<file path="src/rtl/tdc_shot_pkg.sv">
package tdc_shot_pkg;

    // --------------------------------------------------
    // TDC result format
    // --------------------------------------------------

    // Raw result width from the TDC
    localparam int unsigned TDC_WIDTH = 19;

    // Stored timestamps keep the low bits only
    localparam int unsigned TIME_WIDTH = 16;

    localparam int unsigned CHAN_WIDTH = 3;

    // Echo photodiode sits on channel 0
    localparam logic [CHAN_WIDTH-1:0] ECHO_CHANNEL = 3'd0;

    // --------------------------------------------------
    // Ranging limits
    // --------------------------------------------------

    // Results at or above this are dropped before tracking
    localparam logic [TDC_WIDTH-1:0] RANGE_LIMIT = 19'd20000;

    // Reported times beyond this flag the shot as bad
    localparam logic [TIME_WIDTH-1:0] MAX_VALID_TIME = 16'd2000;

    // --------------------------------------------------
    // Counters
    // --------------------------------------------------

    localparam int unsigned CNT_WIDTH = 4;

    // Hit counters stick at all ones
    localparam logic [CNT_WIDTH-1:0] CNT_MAX = '1;

    localparam int unsigned TIMEOUT_WIDTH = 16;

    // Idle cycles before the strobe is disarmed, kept short for simulation
    localparam logic [TIMEOUT_WIDTH-1:0] SHOT_TIMEOUT = 16'd1000;

    // Shot counter wraps
    localparam int unsigned SHOT_CNT_WIDTH = 8;

endpackage

</file>
<file path="src/rtl/laser_shot_timer.sv">
`timescale 1ns/1ns

module laser_shot_timer (
    input  logic i_clk,
    input  logic i_rst_n,
    input  logic i_laser_str,
    output logic o_shot_start,
    output logic o_shot_clear
);

    import tdc_shot_pkg::*;

    logic                     str_d;
    logic                     armed;
    logic [TIMEOUT_WIDTH-1:0] idle_cnt;
    logic                     str_rise;

    // --------------------------------------------------
    // Strobe edge detect
    // --------------------------------------------------

    assign str_rise = i_laser_str & ~str_d;

    // Every rising edge opens a new shot window
    assign o_shot_clear = str_rise;

    // Only an armed edge closes a shot with a report
    assign o_shot_start = str_rise & armed;

    always_ff @(posedge i_clk or negedge i_rst_n) begin
        if (!i_rst_n) begin
            str_d <= 1'b0;
        end else begin
            str_d <= i_laser_str;
        end
    end

    // --------------------------------------------------
    // Idle timeout and armed state
    // --------------------------------------------------

    // Counts low strobe cycles, holds at the timeout
    always_ff @(posedge i_clk or negedge i_rst_n) begin
        if (!i_rst_n) begin
            idle_cnt <= '0;
        end else if (i_laser_str) begin
            idle_cnt <= '0;
        end else if (idle_cnt != SHOT_TIMEOUT) begin
            idle_cnt <= idle_cnt + 1'b1;
        end
    end

    // Strobe wins so a single pulse after a timeout still re-arms
    always_ff @(posedge i_clk or negedge i_rst_n) begin
        if (!i_rst_n) begin
            armed <= 1'b0;
        end else if (i_laser_str) begin
            armed <= 1'b1;
        end else if (idle_cnt == SHOT_TIMEOUT) begin
            armed <= 1'b0;
        end
    end

    // A strobe edge lasts a single cycle
    a_clear_single : assert property (
        @(posedge i_clk) disable iff (!i_rst_n) o_shot_clear |=> !o_shot_clear
    );

    a_idle_bounded : assert property (
        @(posedge i_clk) disable iff (!i_rst_n) idle_cnt <= SHOT_TIMEOUT
    );

endmodule

</file>
<file path="src/rtl/tdc_hit_filter.sv">
`timescale 1ns/1ns

module tdc_hit_filter (
    input  logic                               i_clk,
    input  logic                               i_rst_n,
    input  logic                               i_tdc_valid,
    input  logic                               i_tdc_edge,
    input  logic [tdc_shot_pkg::CHAN_WIDTH-1:0] i_tdc_chan,
    input  logic [tdc_shot_pkg::TDC_WIDTH-1:0]  i_tdc_time,
    output logic                               o_rise_hit,
    output logic                               o_fall_hit,
    output logic [tdc_shot_pkg::TIME_WIDTH-1:0] o_hit_time
);

    import tdc_shot_pkg::*;

    logic chan_ok;
    logic range_ok;
    logic is_hit;

    // --------------------------------------------------
    // Qualification
    // --------------------------------------------------

    assign chan_ok  = (i_tdc_chan == ECHO_CHANNEL);
    assign range_ok = (i_tdc_time < RANGE_LIMIT);

    // Anything off channel or out of range never reaches the trackers
    assign is_hit = i_tdc_valid & chan_ok & range_ok;

    // --------------------------------------------------
    // Output register stage
    // --------------------------------------------------

    always_ff @(posedge i_clk or negedge i_rst_n) begin
        if (!i_rst_n) begin
            o_rise_hit <= 1'b0;
            o_fall_hit <= 1'b0;
        end else begin
            // Edge id 1 is rise, 0 is fall
            o_rise_hit <= is_hit & i_tdc_edge;
            o_fall_hit <= is_hit & ~i_tdc_edge;
        end
    end

    // Time only moves with a qualified hit
    always_ff @(posedge i_clk or negedge i_rst_n) begin
        if (!i_rst_n) begin
            o_hit_time <= '0;
        end else if (is_hit) begin
            o_hit_time <= i_tdc_time[TIME_WIDTH-1:0];
        end
    end

    a_hit_exclusive : assert property (
        @(posedge i_clk) disable iff (!i_rst_n) $onehot0({o_rise_hit, o_fall_hit})
    );

endmodule

</file>
<file path="src/rtl/edge_min_tracker.sv">
`timescale 1ns/1ns

module edge_min_tracker (
    input  logic                               i_clk,
    input  logic                               i_rst_n,
    input  logic                               i_clear,
    input  logic                               i_hit,
    input  logic [tdc_shot_pkg::TIME_WIDTH-1:0] i_hit_time,
    output logic [tdc_shot_pkg::TIME_WIDTH-1:0] o_min_time,
    output logic [tdc_shot_pkg::CNT_WIDTH-1:0]  o_hit_cnt
);

    import tdc_shot_pkg::*;

    logic first_hit;
    logic earlier;
    logic cnt_full;

    // --------------------------------------------------
    // Compare against the running minimum
    // --------------------------------------------------

    // Empty shot takes the first time unconditionally
    assign first_hit = (o_hit_cnt == '0);
    assign earlier   = (i_hit_time < o_min_time);
    assign cnt_full  = (o_hit_cnt == CNT_MAX);

    // --------------------------------------------------
    // Hit counter
    // --------------------------------------------------

    // Clear wins over a coincident hit
    always_ff @(posedge i_clk or negedge i_rst_n) begin
        if (!i_rst_n) begin
            o_hit_cnt <= '0;
        end else if (i_clear) begin
            o_hit_cnt <= '0;
        end else if (i_hit && !cnt_full) begin
            o_hit_cnt <= o_hit_cnt + 1'b1;
        end
    end

    // --------------------------------------------------
    // Earliest timestamp
    // --------------------------------------------------

    always_ff @(posedge i_clk or negedge i_rst_n) begin
        if (!i_rst_n) begin
            o_min_time <= '0;
        end else if (i_clear) begin
            o_min_time <= '0;
        end else if (i_hit && (first_hit || earlier)) begin
            o_min_time <= i_hit_time;
        end
    end

    // Saturated count stays put until the next shot
    a_cnt_no_wrap : assert property (
        @(posedge i_clk) disable iff (!i_rst_n)
        (cnt_full && !i_clear) |=> (o_hit_cnt == CNT_MAX)
    );

endmodule

</file>
<file path="src/rtl/shot_report.sv">
`timescale 1ns/1ns

module shot_report (
    input  logic                                   i_clk,
    input  logic                                   i_rst_n,
    input  logic                                   i_shot_start,
    input  logic [tdc_shot_pkg::TIME_WIDTH-1:0]     i_rise_time,
    input  logic [tdc_shot_pkg::TIME_WIDTH-1:0]     i_fall_time,
    input  logic [tdc_shot_pkg::CNT_WIDTH-1:0]      i_rise_cnt,
    input  logic [tdc_shot_pkg::CNT_WIDTH-1:0]      i_fall_cnt,
    output logic                                   o_shot_valid,
    output logic                                   o_shot_error,
    output logic [tdc_shot_pkg::TIME_WIDTH-1:0]     o_rise_time,
    output logic [tdc_shot_pkg::TIME_WIDTH-1:0]     o_fall_time,
    output logic [tdc_shot_pkg::TIME_WIDTH-1:0]     o_pulse_width,
    output logic [tdc_shot_pkg::SHOT_CNT_WIDTH-1:0] o_shot_count
);

    import tdc_shot_pkg::*;

    logic                  rise_seen;
    logic                  fall_seen;
    logic [TIME_WIDTH-1:0] rise_sel;
    logic [TIME_WIDTH-1:0] fall_sel;
    logic [TIME_WIDTH-1:0] width_calc;
    logic                  error_calc;

    // --------------------------------------------------
    // Record of the shot that is ending
    // --------------------------------------------------

    assign rise_seen = (i_rise_cnt != '0);
    assign fall_seen = (i_fall_cnt != '0);

    always_comb begin
        // Unseen edges report as zero
        rise_sel = rise_seen ? i_rise_time : '0;
        fall_sel = fall_seen ? i_fall_time : '0;

        // Width only for a well ordered pulse
        if (rise_seen && fall_seen && (fall_sel >= rise_sel)) begin
            width_calc = fall_sel - rise_sel;
        end else begin
            width_calc = '0;
        end

        error_calc = !rise_seen || !fall_seen ||
                     (rise_sel > MAX_VALID_TIME) || (fall_sel > MAX_VALID_TIME);
    end

    // --------------------------------------------------
    // Report registers
    // --------------------------------------------------

    // Single cycle strobe, one cycle after shot start
    always_ff @(posedge i_clk or negedge i_rst_n) begin
        if (!i_rst_n) begin
            o_shot_valid <= 1'b0;
        end else begin
            o_shot_valid <= i_shot_start;
        end
    end

    // Record holds until the next report
    always_ff @(posedge i_clk or negedge i_rst_n) begin
        if (!i_rst_n) begin
            o_shot_error  <= 1'b0;
            o_rise_time   <= '0;
            o_fall_time   <= '0;
            o_pulse_width <= '0;
        end else if (i_shot_start) begin
            o_shot_error  <= error_calc;
            o_rise_time   <= rise_sel;
            o_fall_time   <= fall_sel;
            o_pulse_width <= width_calc;
        end
    end

    // Running count of reports, wraps
    always_ff @(posedge i_clk or negedge i_rst_n) begin
        if (!i_rst_n) begin
            o_shot_count <= '0;
        end else if (i_shot_start) begin
            o_shot_count <= o_shot_count + 1'b1;
        end
    end

    // Strobe must drop between shots
    a_valid_pulse : assert property (
        @(posedge i_clk) disable iff (!i_rst_n) o_shot_valid |=> !o_shot_valid
    );

endmodule

</file>
<file path="src/rtl/tdc_shot_top.sv">
`timescale 1ns/1ns

module tdc_shot_top (
    input  logic                                   i_clk,
    input  logic                                   i_rst_n,
    input  logic                                   i_laser_str,
    input  logic                                   i_tdc_valid,
    input  logic                                   i_tdc_edge,
    input  logic [tdc_shot_pkg::CHAN_WIDTH-1:0]     i_tdc_chan,
    input  logic [tdc_shot_pkg::TDC_WIDTH-1:0]      i_tdc_time,
    output logic                                   o_shot_valid,
    output logic                                   o_shot_error,
    output logic [tdc_shot_pkg::TIME_WIDTH-1:0]     o_rise_time,
    output logic [tdc_shot_pkg::TIME_WIDTH-1:0]     o_fall_time,
    output logic [tdc_shot_pkg::TIME_WIDTH-1:0]     o_pulse_width,
    output logic [tdc_shot_pkg::SHOT_CNT_WIDTH-1:0] o_shot_count
);

    import tdc_shot_pkg::*;

    logic                  shot_start;
    logic                  shot_clear;
    logic                  rise_hit;
    logic                  fall_hit;
    logic [TIME_WIDTH-1:0] hit_time;
    logic [TIME_WIDTH-1:0] rise_min;
    logic [TIME_WIDTH-1:0] fall_min;
    logic [CNT_WIDTH-1:0]  rise_cnt;
    logic [CNT_WIDTH-1:0]  fall_cnt;

    // --------------------------------------------------
    // Shot framing and hit qualification
    // --------------------------------------------------

    laser_shot_timer u_timer (
        .i_clk        (i_clk),
        .i_rst_n      (i_rst_n),
        .i_laser_str  (i_laser_str),
        .o_shot_start (shot_start),
        .o_shot_clear (shot_clear)
    );

    tdc_hit_filter u_filter (
        .i_clk       (i_clk),
        .i_rst_n     (i_rst_n),
        .i_tdc_valid (i_tdc_valid),
        .i_tdc_edge  (i_tdc_edge),
        .i_tdc_chan  (i_tdc_chan),
        .i_tdc_time  (i_tdc_time),
        .o_rise_hit  (rise_hit),
        .o_fall_hit  (fall_hit),
        .o_hit_time  (hit_time)
    );

    // --------------------------------------------------
    // Per edge trackers and report
    // --------------------------------------------------

    edge_min_tracker u_rise_trk (
        .i_clk      (i_clk),
        .i_rst_n    (i_rst_n),
        .i_clear    (shot_clear),
        .i_hit      (rise_hit),
        .i_hit_time (hit_time),
        .o_min_time (rise_min),
        .o_hit_cnt  (rise_cnt)
    );

    edge_min_tracker u_fall_trk (
        .i_clk      (i_clk),
        .i_rst_n    (i_rst_n),
        .i_clear    (shot_clear),
        .i_hit      (fall_hit),
        .i_hit_time (hit_time),
        .o_min_time (fall_min),
        .o_hit_cnt  (fall_cnt)
    );

    shot_report u_report (
        .i_clk         (i_clk),
        .i_rst_n       (i_rst_n),
        .i_shot_start  (shot_start),
        .i_rise_time   (rise_min),
        .i_fall_time   (fall_min),
        .i_rise_cnt    (rise_cnt),
        .i_fall_cnt    (fall_cnt),
        .o_shot_valid  (o_shot_valid),
        .o_shot_error  (o_shot_error),
        .o_rise_time   (o_rise_time),
        .o_fall_time   (o_fall_time),
        .o_pulse_width (o_pulse_width),
        .o_shot_count  (o_shot_count)
    );

endmodule

</file>
<file path="config.mk">
export PLATFORM = sky130hd
export DESIGN_NAME = tdc_shot_top
export DESIGN_NICKNAME = d
export VERILOG_FILES = /design/src/rtl/tdc_shot_pkg.sv /design/src/rtl/laser_shot_timer.sv /design/src/rtl/tdc_hit_filter.sv /design/src/rtl/edge_min_tracker.sv /design/src/rtl/shot_report.sv /design/src/rtl/tdc_shot_top.sv
export SDC_FILE = /design/constraint.sdc
export NUM_CORES = 1
export LEC_CHECK = 0
export BUFFER_PORTS_ARGS = -buffer_cell sky130_fd_sc_hd__buf_2
export CORE_UTILIZATION = 30
export CTS_BUF_LIST = sky130_fd_sc_hd__clkbuf_8 sky130_fd_sc_hd__clkbuf_16
export DETAILED_ROUTE_END_ITERATION = 8
export MAX_ROUTING_LAYER = met4
export PLACE_DENSITY_LB_ADDON = 0.08
export SETUP_SLACK_MARGIN = 0.5
export SLEW_MARGIN = 20
export SYNTH_ARGS = -nofsm -noshare
export SYNTH_HDL_FRONTEND = slang
export SYNTH_SLANG_ARGS = --single-unit
</file>
<file path="constraint.sdc">
create_clock -name i_clk -period 3.3 [get_ports i_clk]
set_input_delay 0.33 -clock i_clk [delete_from_list [all_inputs] [get_ports i_clk]]
set_output_delay 0.33 -clock i_clk [all_outputs]
set_load 0.02 [all_outputs]
</file>
## After elaboration in Yosys (flattened, before gate mapping)

Index checks and enable logic that the tools add are counted.

| word-level totals | value |
|---|---|
| input bits | 27 |
| latch bits | 0 |
| bits in registers | 134 |
| bits in writable memories | 0 |
| memories | 0 |
| logic and storage cells | 80 |
| ROM bits | 0 |

| cells by class | value |
|---|---|
| reduce and logical (&&, ||, !) cells | 26 |
| add/subtract/negate cells | 5 |
| $lt $le $gt $ge | 6 |
| bitwise gates (word level) | 8 |
| multiplexer cells | 15 |
| shift operators | 0 |
| div/mod/pow operators | 0 |
| eq/ne operators | 4 |
| multiply operators | 0 |

Operator list:

| kind | count |
|---|---|
| two-way mux 16 bit | 9 |
| greater-than comparator 16 x 11 -> 1 bit, second input constant | 2 |
| less-than comparator 16 bit | 2 |
| less-than comparator 19 x 15 -> 1 bit, second input constant | 1 |
| adder 16 x 1 -> 16 bit, second input constant | 1 |
| equality test 16 x 10 -> 1 bit, second input constant | 1 |
| greater-or-equal comparator 16 bit | 1 |
| two-way mux 4 bit | 4 |
| inequality test 16 x 10 -> 1 bit, second input constant | 1 |
| subtractor 16 bit | 1 |
| nonzero test 2 bit | 6 |
| adder 4 x 1 -> 4 bit, second input constant | 2 |
| adder 8 x 1 -> 8 bit, second input constant | 1 |
| equality test 4 bit, second input constant | 2 |
| zero test 4 bit | 2 |
| nonzero test 4 bit | 2 |
| AND 1 bit | 6 |
| logical AND 1 bit | 6 |
| logical OR 1 bit | 5 |
| zero test 1 bit | 4 |
| zero test 3 bit | 1 |
| two-way mux 1 bit | 2 |
| inverter 1 bit | 2 |

## Depth between registers and ports, before layout

Gate-level depths: netlist (run 1).

| depth | value |
|---|---|
| word-level depth | 5 |
| mapped depth | 14 |

## Hierarchy

A second synthesis (run 1) with hierarchy kept.

| unflattened totals | value |
|---|---|
| cell total of the unflattened synthesis | 786 |
| area, all modules | 7922.6 um^2 |

By module, submodules not included:

| module | sequential area each (um^2) | area an instance (um^2) | cells each | instances |
|---|---|---|---|---|
| shot_report | 1451.4 | 3333.2 | 345 | 1 |
| edge_min_tracker | 500.5 | 1427.6 | 147 | 2 |
| laser_shot_timer | 450.4 | 984.7 | 99 | 1 |
| tdc_hit_filter | 450.4 | 749.5 | 48 | 1 |

## Worst setup path after synthesis (run 1)

OpenSTA, ideal clock, no wires.

| timing path | value |
|---|---|
| kind | register -> register |
| start point | register u_fall_trk.o_hit_cnt[0] in the netlist's numbering |
| end point | register u_report.o_pulse_width[10] in the netlist's numbering |
| clock period less this slack | 2.932 ns |
| data arrival time | 2.811 ns |
| stages on the path, launching flop included | 14 |
| setup slack | 0.368 ns |
| path buffers | 2 |
| cell sequence | dfrtp_1 > inv_1 > ha_1 > nor3b_4 > clkbuf_1 > nor2_1 > ha_1 > a21oi_1 > o21ai_1 > a21oi_1 > o21ai_1 > o2bb2ai_1 > buf_4 > a22o_1 |

| between the ends | value |
|---|---|
| word-level cells in the longest chain between the ends | 5 |

Ends and longest elaborated chain:

| what | line | text |
|---|---|---|
| start: declaration | edge_min_tracker.sv:10 | `output logic [tdc_shot_pkg::CNT_WIDTH-1:0] o_hit_cnt` |
| start signal: assignment | edge_min_tracker.sv:39 | `o_hit_cnt <= o_hit_cnt + 1'b1;` |
| nonzero test 4 bit (*) | shot_report.sv:33 | `assign fall_seen = (i_fall_cnt != '0);` |
| two-way mux 16 bit (*) | shot_report.sv:38 | `fall_sel = fall_seen ? i_fall_time : '0;` |
| net u_report.fall_sel[7] | shot_report.sv:24 | `logic [TIME_WIDTH-1:0] fall_sel;` |
| greater-or-equal comparator 16 bit | shot_report.sv:41 | `if (rise_seen && fall_seen && (fall_sel >= rise_sel)) begin` |
| logical AND 1 bit | shot_report.sv:41 |  |
| two-way mux 16 bit (*) | shot_report.sv:41 |  |
| end signal: assignment | shot_report.sv:75 | `o_pulse_width <= width_calc;` |
| end: declaration | shot_report.sv:15 | `output logic [tdc_shot_pkg::TIME_WIDTH-1:0] o_pulse_width,` |

Mark *: on every way through the listed nets, which the timed path passes. The rest lies on a longest branch.
A chain may end at the register's enable or synchronous reset.

## Worst setup path after layout (run 1)

| timing path | value |
|---|---|
| start point | register u_fall_trk.o_hit_cnt[0] in the netlist's numbering |
| end point | register u_report.o_pulse_width[1] in the netlist's numbering |

| between the ends | value |
|---|---|
| word-level cells in the longest chain between the ends | 5 |

Ends and longest elaborated chain:

| what | line |
|---|---|
| nonzero test 4 bit | shot_report.sv:33 |
| two-way mux 16 bit | shot_report.sv:38 |
| net u_report.fall_sel[15] | shot_report.sv:24 |
| greater-or-equal comparator 16 bit | shot_report.sv:41 |
| logical AND 1 bit | shot_report.sv:41 |
| two-way mux 16 bit | shot_report.sv:41 |

The timed path passes the listed nets, and every way through them passes these cells.

==> results of run 1 <==
cells by family (layout without fill, tap and decap cells):
kind of cell / count (synthesis) / after routing / synth area share, %
and+or+nand+nor: 241 / 241 / 15.0
DFF: 134 / 134 / 46.6
AOI/OAI and AO/OA: 127 / 128 / 11.7
buffers and inverters: 65 / 195 / 3.65
muxes: 61 / 61 / 8.98
adders and majority gates: 54 / 54 / 9.48
xor gates and xnor gates: 38 / 38 / 4.62
flip-flops by register name (all words and copies together) (netlist names), 8 cells and up:
register	flops
u_fall_trk.o_min_time	16
u_filter.o_hit_time	16
u_report.o_fall_time	16
u_report.o_pulse_width	16
u_report.o_rise_time	16
u_rise_trk.o_min_time	16
u_timer.idle_cnt	16
u_report.o_shot_count	8
repair_timing:
| action | CTS | global route |
|---|---|---|
| buffers inserted | 4 | 10 |
| gates cloned | 1 | 1 |
| hold endpoints to repair | 0 | 26 |
| gates resized for setup | 15 | 39 |
| hold buffers | 0 | 1 |
| setup endpoints to repair | 16 | 16 |
| pin swaps | 1 | 16 |
worst max-delay path, delay by kind of cell, from the launching register on:
| family | cells | cell delay (ns) |
|---|---|---|
| AOI/OAI and AO/OA | 3 | 0.83 |
| DFF | 1 | 0.36 |
| and+or+nand+nor | 3 | 0.55 |
| adders and majority gates | 2 | 0.48 |
| buffers and inverters | 3 | 0.32 |
power groups by stage:
stage	Clock, mW	Sequential, mW	Combinational, mW
final	1.83	1.75	0.332
after global routing	1.96	1.76	0.376
after CTS	1.88	1.75	0.333
after detailed placement	0	1.78	0.332
after global placement	0	1.78	0.325
after floorplan	0	1.80	0.166
layout by cell type (no fill, tap or decap), types with 9 or more instances in the layout:
cell type and n:
sky130_fd_sc_hd__nand4_1 13, sky130_fd_sc_hd__nor2b_1 9, sky130_fd_sc_hd__a21o_1 14, sky130_fd_sc_hd__xor2_1 18, sky130_fd_sc_hd__o21ai_0 26, sky130_fd_sc_hd__buf_2 83, sky130_fd_sc_hd__inv_1 46, sky130_fd_sc_hd__xnor2_1 20
sky130_fd_sc_hd__nand3_1 18, sky130_fd_sc_hd__a22o_1 16, sky130_fd_sc_hd__mux2i_1 32, sky130_fd_sc_hd__clkbuf_16 17, sky130_fd_sc_hd__mux2_2 22, sky130_fd_sc_hd__dfrtp_1 134, sky130_fd_sc_hd__nand2_1 115, sky130_fd_sc_hd__buf_4 30
sky130_fd_sc_hd__ha_1 44, sky130_fd_sc_hd__a21oi_1 22, sky130_fd_sc_hd__nor2_1 50, sky130_fd_sc_hd__o21ai_1 11
layout make-up:
type	count	area, sq um
fillers	2392	14500
multi-input cells	522	3830
flip-flops and latches	134	3350
repair buffers	120	738
clock buffers	18	439
well taps	319	399
inverters	43	161
clock inverters	14	123
per-stage QoR:
step	hold WS, ns	utilization, %	worst slack, ns
floorplan	0.0344	-	0.514
detailed placement	0.458	34.3	0.265
CTS	0.0581	37.2	0.514
global route	0.0619	38.4	0.463
global placement	0.462	34.3	0.341
finish	0.0733	38.4	0.616
routing by layer:
metal	GRT usage, %	up-vias	wire length, um
li1	-	2750	-
met1	22.6	2701	9320
met2	25.5	109	8910
met3	2.70	18	614
met4	5.60	0	294
met5	-	-	0
final timing paths:
path	start	endpoint	depth (start not counted)
max	u_fall_trk.o_hit_cnt[0]	u_report.o_pulse_width[1]	11
min	i_tdc_edge	u_filter.o_fall_hit	2
max reg2reg	u_fall_trk.o_hit_cnt[0]	u_report.o_pulse_width[1]	11
min reg2reg	u_report.o_shot_count[7]	u_report.o_shot_count[7]	1
max in group asynchronous	i_rst_n	u_fall_trk.o_min_time[14]	4
min in group asynchronous	i_rst_n	u_report.o_shot_count[2]	2
==> flow_results.xml, run 1 <==
<?xml version="1.0" encoding="UTF-8"?>
<metrics>
  <group name="synth">
    <metric name="netlist_area" unit="sq um">7200</metric>
    <metric name="yosys.area.top_type" unit="">sky130_fd_sc_hd__dfrtp_1</metric>
    <metric name="postSynthAreaPerCell" unit="sq um">10.0</metric>
    <metric name="count_of_mapped_cells_out_of_synthesis" unit="">720</metric>
    <metric name="synth.top_cells.by_count" unit="">sky130_fd_sc_hd__dfrtp_1 (134), sky130_fd_sc_hd__nand2_1 (117), sky130_fd_sc_hd__ha_1 (53), sky130_fd_sc_hd__nor2_1 (53), sky130_fd_sc_hd__inv_1 (43)</metric>
    <metric name="ys_top_cells_by_area" unit="">sky130_fd_sc_hd__dfrtp_1 (47%), sky130_fd_sc_hd__ha_1 (9.2%), sky130_fd_sc_hd__nand2_1 (6.1%), sky130_fd_sc_hd__mux2i_1 (4.4%), sky130_fd_sc_hd__mux2_2 (3.4%)</metric>
    <metric name="postSynthRegisterBits" unit="">134</metric>
    <metric name="synth-seq-area-share" unit="%">46.6</metric>
    <metric name="synthArstFlopShare" unit="%">100</metric>
    <metric name="post-synth-top-area-fraction" unit="%">46.6</metric>
    <metric name="post_synth_edffs" unit="">0</metric>
    <metric name="prevailing_post_synth_register_cell" unit="">sky130_fd_sc_hd__dfrtp_1</metric>
    <metric name="synth_cell_type_count" unit="">51</metric>
    <metric name="synth_most_common_cell" unit="">sky130_fd_sc_hd__dfrtp_1</metric>
    <metric name="ys.warnings.count" unit="">0</metric>
    <metric name="synthesis.nets" unit="">801</metric>
  </group>
  <group name="timing">
    <metric name="grt_setup_unrepaired" unit="">no</metric>
    <metric name="worst-slew-pin-transition" unit="ns">0.852</metric>
    <metric name="timing_hold_violations_final" unit="">0</metric>
    <metric name="number_of_pins_exceeding_their_max_slew_limit_in_the_final_report" unit="">0</metric>
    <metric name="finalCriticalPeriod" unit="ns">2.68</metric>
    <metric name="max_freq" unit="GHz">0.373</metric>
    <metric name="setup_viol" unit="">0</metric>
    <metric name="period_utilisation_layout" unit="%">81.3</metric>
    <metric name="maxSlewHeadroom" unit="%">43.2</metric>
    <metric name="final.setup.tns" unit="ns">0</metric>
    <metric name="clock-skew-final" unit="ns">0.00920</metric>
  </group>
  <group name="setup_path">
    <metric name="crit_fanout" unit="">8</metric>
    <metric name="path_cells" unit="">inv_2 &gt; ha_4 &gt; nor3b_4 &gt; buf_6 &gt; buf_8 &gt; nor2_1 &gt; ha_1 &gt; o21ai_2 &gt; nor2_2 &gt; o2bb2ai_4 &gt; a22o_1</metric>
    <metric name="slowest_delay" unit="ns">0.39</metric>
    <metric name="r2r_setup_slack" unit="ns">0.62</metric>
    <metric name="worst-endpoint-required" unit="ns">3.60</metric>
    <metric name="crit_arrival" unit="ns">2.98</metric>
    <metric name="worstSetupPathType" unit="">flip-flop to flip-flop</metric>
    <metric name="crit_slowest_cell" unit="">sky130_fd_sc_hd__o21ai_2</metric>
    <metric name="cp-start-kind" unit="">flip-flop</metric>
    <metric name="cp-end-kind" unit="">flip-flop</metric>
  </group>
  <group name="route">
    <metric name="ant_nets" unit="">0</metric>
    <metric name="drt-vias-per-instance" unit="">4.77</metric>
    <metric name="drt_pre_antenna_iters" unit="">6</metric>
    <metric name="drt_iter0_markers" unit="">238</metric>
    <metric name="vias" unit="">5578</metric>
    <metric name="post_drt_wl_per_cell" unit="um">16.4</metric>
    <metric name="post-route-drc-count" unit="">0</metric>
    <metric name="detail_route.wirelength" unit="mm">19.1</metric>
  </group>
  <group name="die">
    <metric name="floorplan.initialDensity" unit="%">30.6</metric>
    <metric name="die_height" unit="um">157</metric>
    <metric name="placement_rows" unit="">56</metric>
    <metric name="io_pins" unit="">85</metric>
    <metric name="die_area" unit="sq um">24600</metric>
    <metric name="coreArea" unit="sq um">23500</metric>
    <metric name="die-width" unit="um">157</metric>
  </group>
  <group name="power">
    <metric name="seqPwrFrac" unit="%">44.8</metric>
    <metric name="leakage" unit="nW">4.35</metric>
    <metric name="power.share.combinational" unit="%">8.5</metric>
    <metric name="vdd_drop_max" unit="mV">0.255</metric>
    <metric name="net-switching-power" unit="mW">0.972</metric>
    <metric name="totalPowerFinal" unit="mW">3.91</metric>
    <metric name="power.share.switching" unit="%">24.9</metric>
    <metric name="share_of_power_burned_in_the_clock_network" unit="%">46.7</metric>
    <metric name="internal_power" unit="mW">2.93</metric>
    <metric name="power_per_cell_area" unit="nW/um^2">432</metric>
  </group>
  <group name="cts">
    <metric name="clk_root_buffer_cell" unit="">sky130_fd_sc_hd__clkbuf_16</metric>
    <metric name="cts-root-to-sink-buffers" unit="">2</metric>
    <metric name="cts_sinks" unit="">134</metric>
    <metric name="cts_tree" unit="">done</metric>
    <metric name="cts_buffers" unit="">17</metric>
    <metric name="clock_latency" unit="ns">0.41</metric>
    <metric name="cts_max_level" unit="">4</metric>
    <metric name="cts.reportedPaths.clkPinSlew" unit="ns">0.06</metric>
  </group>
  <group name="placement">
    <metric name="hpwl" unit="mm">14.1</metric>
    <metric name="numPlacedInstances" unit="">1120</metric>
    <metric name="port_buffers" unit="">84</metric>
    <metric name="routabilityCongestion" unit="">0.828</metric>
    <metric name="dpl-instance-area" unit="sq um">8080</metric>
  </group>
  <group name="flow_run">
    <metric name="number_of_max_cap_violations" unit="">0</metric>
  </group>
  <group name="outcome">
    <metric name="result_of_the_run" unit="">completed</metric>
  </group>
  <group name="global_route">
    <metric name="global_router_s_overall_resource_usage" unit="%">16.8</metric>
    <metric name="first_pass_grt_wire_length" unit="mm">30.5</metric>
    <metric name="first_global_vias" unit="">5632</metric>
    <metric name="grt_max_degree" unit="">105</metric>
    <metric name="grt_antenna_before_repair" unit="">0</metric>
    <metric name="overflow" unit="">0</metric>
  </group>
  <group name="cells_and_area">
    <metric name="area_delta_synth_final" unit="%">25.6</metric>
    <metric name="finish.net_count" unit="">919</metric>
    <metric name="antenna_cells_inserted" unit="">0</metric>
    <metric name="final-instance-count-excl-fill" unit="">1170</metric>
    <metric name="finalInstanceArea" unit="sq um">9050</metric>
    <metric name="post_route_cells_drive_above_1_share" unit="%">24.7</metric>
  </group>
  <group name="worst_hold_path">
    <metric name="hold_class" unit="">input pin to flip-flop</metric>
  </group>
</metrics>
(Power assumes the default switching activity.)
==> run 2, diff against run 1 <==
ABC_AREA = 1   (was not set)
clock period = 2.4 ns   (was 3.3 ns; I/O delays follow)
==> run 2 against run 1 <==
  * Global-route usage rose by 2.1 points
  * Core utilization rose by 6.1 points
  * Design area increased by 20%
  * Synthesized cell count grew 31%
  * Clock skew about the same
  * Register-to-register slack got worse by 0.58 ns
  * Power rose by 53%
  * Combinational power grew 96%
  * Worst hold slack worse by 0.057 ns
  * Largest power group unchanged
==> flow_results.xml, run 2 <==
<?xml version="1.0" encoding="UTF-8"?>
<metrics>
  <group name="outcome">
    <metric name="result_of_the_run" unit="">completed</metric>
  </group>
  <group name="global_route">
    <metric name="first_pass_grt_wire_length" unit="mm">36.3</metric>
    <metric name="gr-usage-met1" unit="%">27.3</metric>
    <metric name="global_router_s_overall_resource_usage" unit="%">18.9</metric>
    <metric name="globalRouteMet3Util" unit="%">2.97</metric>
    <metric name="first_global_vias" unit="">6709</metric>
    <metric name="overflow" unit="">0</metric>
    <metric name="grt_antenna_before_repair" unit="">0</metric>
    <metric name="most_utilized_layer_in_the_global_route_result" unit="">met2</metric>
    <metric name="groute.layer.met2.usage" unit="%">27.5</metric>
    <metric name="grt_max_degree" unit="">59</metric>
  </group>
  <group name="die">
    <metric name="die_height" unit="um">159</metric>
    <metric name="io_pins" unit="">85</metric>
    <metric name="die-width" unit="um">159</metric>
    <metric name="die_area" unit="sq um">25400</metric>
    <metric name="coreArea" unit="sq um">24300</metric>
    <metric name="floorplan.initialDensity" unit="%">30.5</metric>
    <metric name="placement_rows" unit="">57</metric>
  </group>
  <group name="cells_and_area">
    <metric name="area_delta_synth_final" unit="%">45.9</metric>
    <metric name="final-instance-count-excl-fill" unit="">1500</metric>
    <metric name="commonest_cells_after_routing_fill_and_taps_aside" unit="">sky130_fd_sc_hd__nand2_1 (209), sky130_fd_sc_hd__dfrtp_1 (126), sky130_fd_sc_hd__buf_4 (106)</metric>
    <metric name="antenna_cells_inserted" unit="">0</metric>
    <metric name="post_route_cells_drive_above_1_share" unit="%">36.0</metric>
    <metric name="multi_input_area" unit="sq um">4300</metric>
    <metric name="seqCellArea" unit="sq um">3360</metric>
    <metric name="n_fill_cell" unit="">2456</metric>
    <metric name="layout_commonest_cell" unit="">sky130_fd_sc_hd__nand2_1</metric>
    <metric name="finish.net_count" unit="">1244</metric>
  </group>
  <group name="cts">
    <metric name="cts_max_level" unit="">4</metric>
    <metric name="clk_root_buffer_cell" unit="">sky130_fd_sc_hd__clkbuf_16</metric>
    <metric name="cts_sinks" unit="">134</metric>
    <metric name="cts-root-to-sink-buffers" unit="">2</metric>
    <metric name="clock_latency" unit="ns">0.43</metric>
    <metric name="cts_buffers" unit="">17</metric>
    <metric name="cts_tree" unit="">done</metric>
    <metric name="cts.reportedPaths.clkPinSlew" unit="ns">0.06</metric>
  </group>
  <group name="route">
    <metric name="drt_iter0_markers" unit="">298</metric>
    <metric name="ant_nets" unit="">0</metric>
    <metric name="drt_pre_antenna_iters" unit="">4</metric>
    <metric name="detail_route.wirelength" unit="mm">22.5</metric>
    <metric name="post-route-drc-count" unit="">0</metric>
    <metric name="vias" unit="">6762</metric>
    <metric name="drt-vias-per-instance" unit="">4.51</metric>
    <metric name="post_drt_wl_per_cell" unit="um">15.0</metric>
  </group>
  <group name="placement">
    <metric name="routabilityCongestion" unit="">0.795</metric>
    <metric name="hpwl" unit="mm">16.0</metric>
    <metric name="numPlacedInstances" unit="">1416</metric>
    <metric name="port_buffers" unit="">84</metric>
  </group>
  <group name="timing">
    <metric name="clock-skew-final" unit="ns">0.00921</metric>
    <metric name="finalCriticalPeriod" unit="ns">2.36</metric>
    <metric name="grt_setup_unrepaired" unit="">yes</metric>
    <metric name="timing_hold_violations_final" unit="">0</metric>
    <metric name="max_freq" unit="GHz">0.423</metric>
    <metric name="worst-slew-pin-transition" unit="ns">0.495</metric>
    <metric name="final.setup.tns" unit="ns">0</metric>
    <metric name="number_of_pins_exceeding_their_max_slew_limit_in_the_final_report" unit="">0</metric>
    <metric name="setup_viol" unit="">0</metric>
    <metric name="period_utilisation_layout" unit="%">98.5</metric>
    <metric name="maxSlewHeadroom" unit="%">67.0</metric>
  </group>
  <group name="flow_run">
    <metric name="number_of_max_cap_violations" unit="">0</metric>
  </group>
  <group name="synth">
    <metric name="post_synth_edffs" unit="">0</metric>
    <metric name="synthArstFlopShare" unit="%">100</metric>
    <metric name="synth_cell_type_count" unit="">37</metric>
    <metric name="postSynthAreaPerCell" unit="sq um">7.86</metric>
    <metric name="synth-seq-area-share" unit="%">45.2</metric>
    <metric name="postSynthRegisterBits" unit="">134</metric>
    <metric name="prevailing_post_synth_register_cell" unit="">sky130_fd_sc_hd__dfrtp_1</metric>
    <metric name="count_of_mapped_cells_out_of_synthesis" unit="">945</metric>
    <metric name="post-synth-top-area-fraction" unit="%">45.2</metric>
    <metric name="synth.top_cells.by_count" unit="">sky130_fd_sc_hd__nand2_1 (240), sky130_fd_sc_hd__dfrtp_1 (134), sky130_fd_sc_hd__inv_1 (121), sky130_fd_sc_hd__nand3_1 (99), sky130_fd_sc_hd__nor2_1 (79)</metric>
    <metric name="ys_top_cells_by_area" unit="">sky130_fd_sc_hd__dfrtp_1 (45%), sky130_fd_sc_hd__nand2_1 (12%), sky130_fd_sc_hd__ha_1 (8.9%), sky130_fd_sc_hd__nand3_1 (6.7%), sky130_fd_sc_hd__inv_1 (6.1%)</metric>
    <metric name="synth_most_common_cell" unit="">sky130_fd_sc_hd__nand2_1</metric>
    <metric name="synthesis.nets" unit="">1026</metric>
    <metric name="yosys.area.top_type" unit="">sky130_fd_sc_hd__dfrtp_1</metric>
    <metric name="netlist_area" unit="sq um">7430</metric>
    <metric name="ys.warnings.count" unit="">0</metric>
  </group>
  <group name="power">
    <metric name="leakage" unit="nW">5.52</metric>
    <metric name="power_per_cell_area" unit="nW/um^2">551</metric>
    <metric name="vdd_drop_max" unit="mV">0.313</metric>
  </group>
  <group name="setup_path">
    <metric name="cp-end-kind" unit="">flip-flop</metric>
    <metric name="worstSetupPathType" unit="">flip-flop to flip-flop</metric>
    <metric name="timing.critical_path.from" unit="">u_fall_trk.o_hit_cnt[1]</metric>
    <metric name="worst-endpoint-required" unit="ns">2.71</metric>
    <metric name="cp-start-kind" unit="">flip-flop</metric>
    <metric name="reg2reg_from" unit="">u_fall_trk.o_hit_cnt[1]</metric>
    <metric name="crit_fanout" unit="">4</metric>
    <metric name="crit_arrival" unit="ns">2.68</metric>
  </group>
  <group name="worst_hold_path">
    <metric name="hold_class" unit="">input pin to flip-flop</metric>
    <metric name="min-delay-start" unit="">i_tdc_time[0]</metric>
  </group>
</metrics>
run 2: critical path: stages (launching register included):
cell	delay [ns]
sky130_fd_sc_hd__dfrtp_1	0.38
sky130_fd_sc_hd__inv_2	0.08
sky130_fd_sc_hd__ha_4	0.14
sky130_fd_sc_hd__nand3_4	0.16
sky130_fd_sc_hd__buf_6	0.18
sky130_fd_sc_hd__nand2_1	0.11
sky130_fd_sc_hd__inv_2	0.07
sky130_fd_sc_hd__ha_4	0.26
sky130_fd_sc_hd__nand2_4	0.09
sky130_fd_sc_hd__inv_1	0.05
sky130_fd_sc_hd__a21oi_2	0.14
sky130_fd_sc_hd__nor2_1	0.08
sky130_fd_sc_hd__nor2_4	0.13
sky130_fd_sc_hd__nand3_4	0.11
sky130_fd_sc_hd__buf_6	0.15
sky130_fd_sc_hd__nand4_1	0.06
sky130_fd_sc_hd__nand2_1	0.05
run 2: final timing paths:
kind	end	slack, ns	cells after the start
worst max-delay path	u_report.o_pulse_width[14]	0.04	16
worst min-delay path	u_filter.o_hit_time[0]	0.02	3
worst max register to register	u_report.o_pulse_width[14]	0.04	16
worst min register to register	u_report.o_fall_time[9]	0.47	2
max in group asynchronous	u_filter.o_rise_hit	1.38	3
min in group asynchronous	u_report.o_shot_count[7]	0.30	2
run 2: per-layer routing:
layer / up-vias / share of wire [%]
met5: - / 0
met4: 0 / 0.90
met3: 15 / 3.5
met2: 119 / 44
met1: 3113 / 51
li1: 3515 / -
run 2: kinds of logic (layout without fill, tap and decap cells):
kind of cell / after synthesis / after routing / synth area share [%]
and+or+nand+nor: 461 / 463 / 26.6
buffers and inverters: 152 / 381 / 7.89
DFF: 134 / 134 / 45.2
AOI/OAI and AO/OA: 125 / 125 / 8.90
adders and majority gates: 54 / 54 / 9.20
xor gates and xnor gates: 19 / 19 / 2.24
run 2: area by class of cell:
| class | instances | area share (%) |
|---|---|---|
| clock buffer | 18 | 4.05 |
| inverter | 124 | 4.41 |
| timing repair buffer | 223 | 15.1 |
| multi-input combinational | 661 | 39.6 |
| clock inverter | 14 | 1.74 |
| tap | 324 | 3.74 |
| sequential | 134 | 31.0 |
| timing repair inverter | 2 | 0.231 |
run 2: report_power, final:
part           switching, mW  internal [mW]
sequential             0.112           2.36
clock                   1.15           1.70
combinational          0.412          0.239
run 2: timing repair:
action                                  in CTS  in global routing
pin swaps                                   39                 38
resized for setup                           91                111
setup buffers                               32                 12
endpoints found under the hold margin       45                  0
hold buffers                                 2                  0
gates cloned                                 3                  3
endpoints found under the setup margin      33                 50
run 2: through the flow:
| step | util (%) | total power [mW] | setup slack, ns | cell area, sq um | hold WS, ns |
|---|---|---|---|---|---|
| final | 44.6 | 5.97 | 0.0362 | 10800 | 0.0159 |
| after global routing | 44.6 | 6.26 | -0.130 | 10800 | 0.0145 |
| after CTS | 42.2 | 6.02 | 0.00652 | 10300 | 0.00363 |
| after detailed placement | 36.9 | 3.11 | -0.154 | 8980 | 0.212 |
| after global placement | 36.9 | 3.10 | -0.154 | 8980 | 0.208 |
| after floorplan | - | 2.85 | 0.105 | 7570 | -0.0556 |
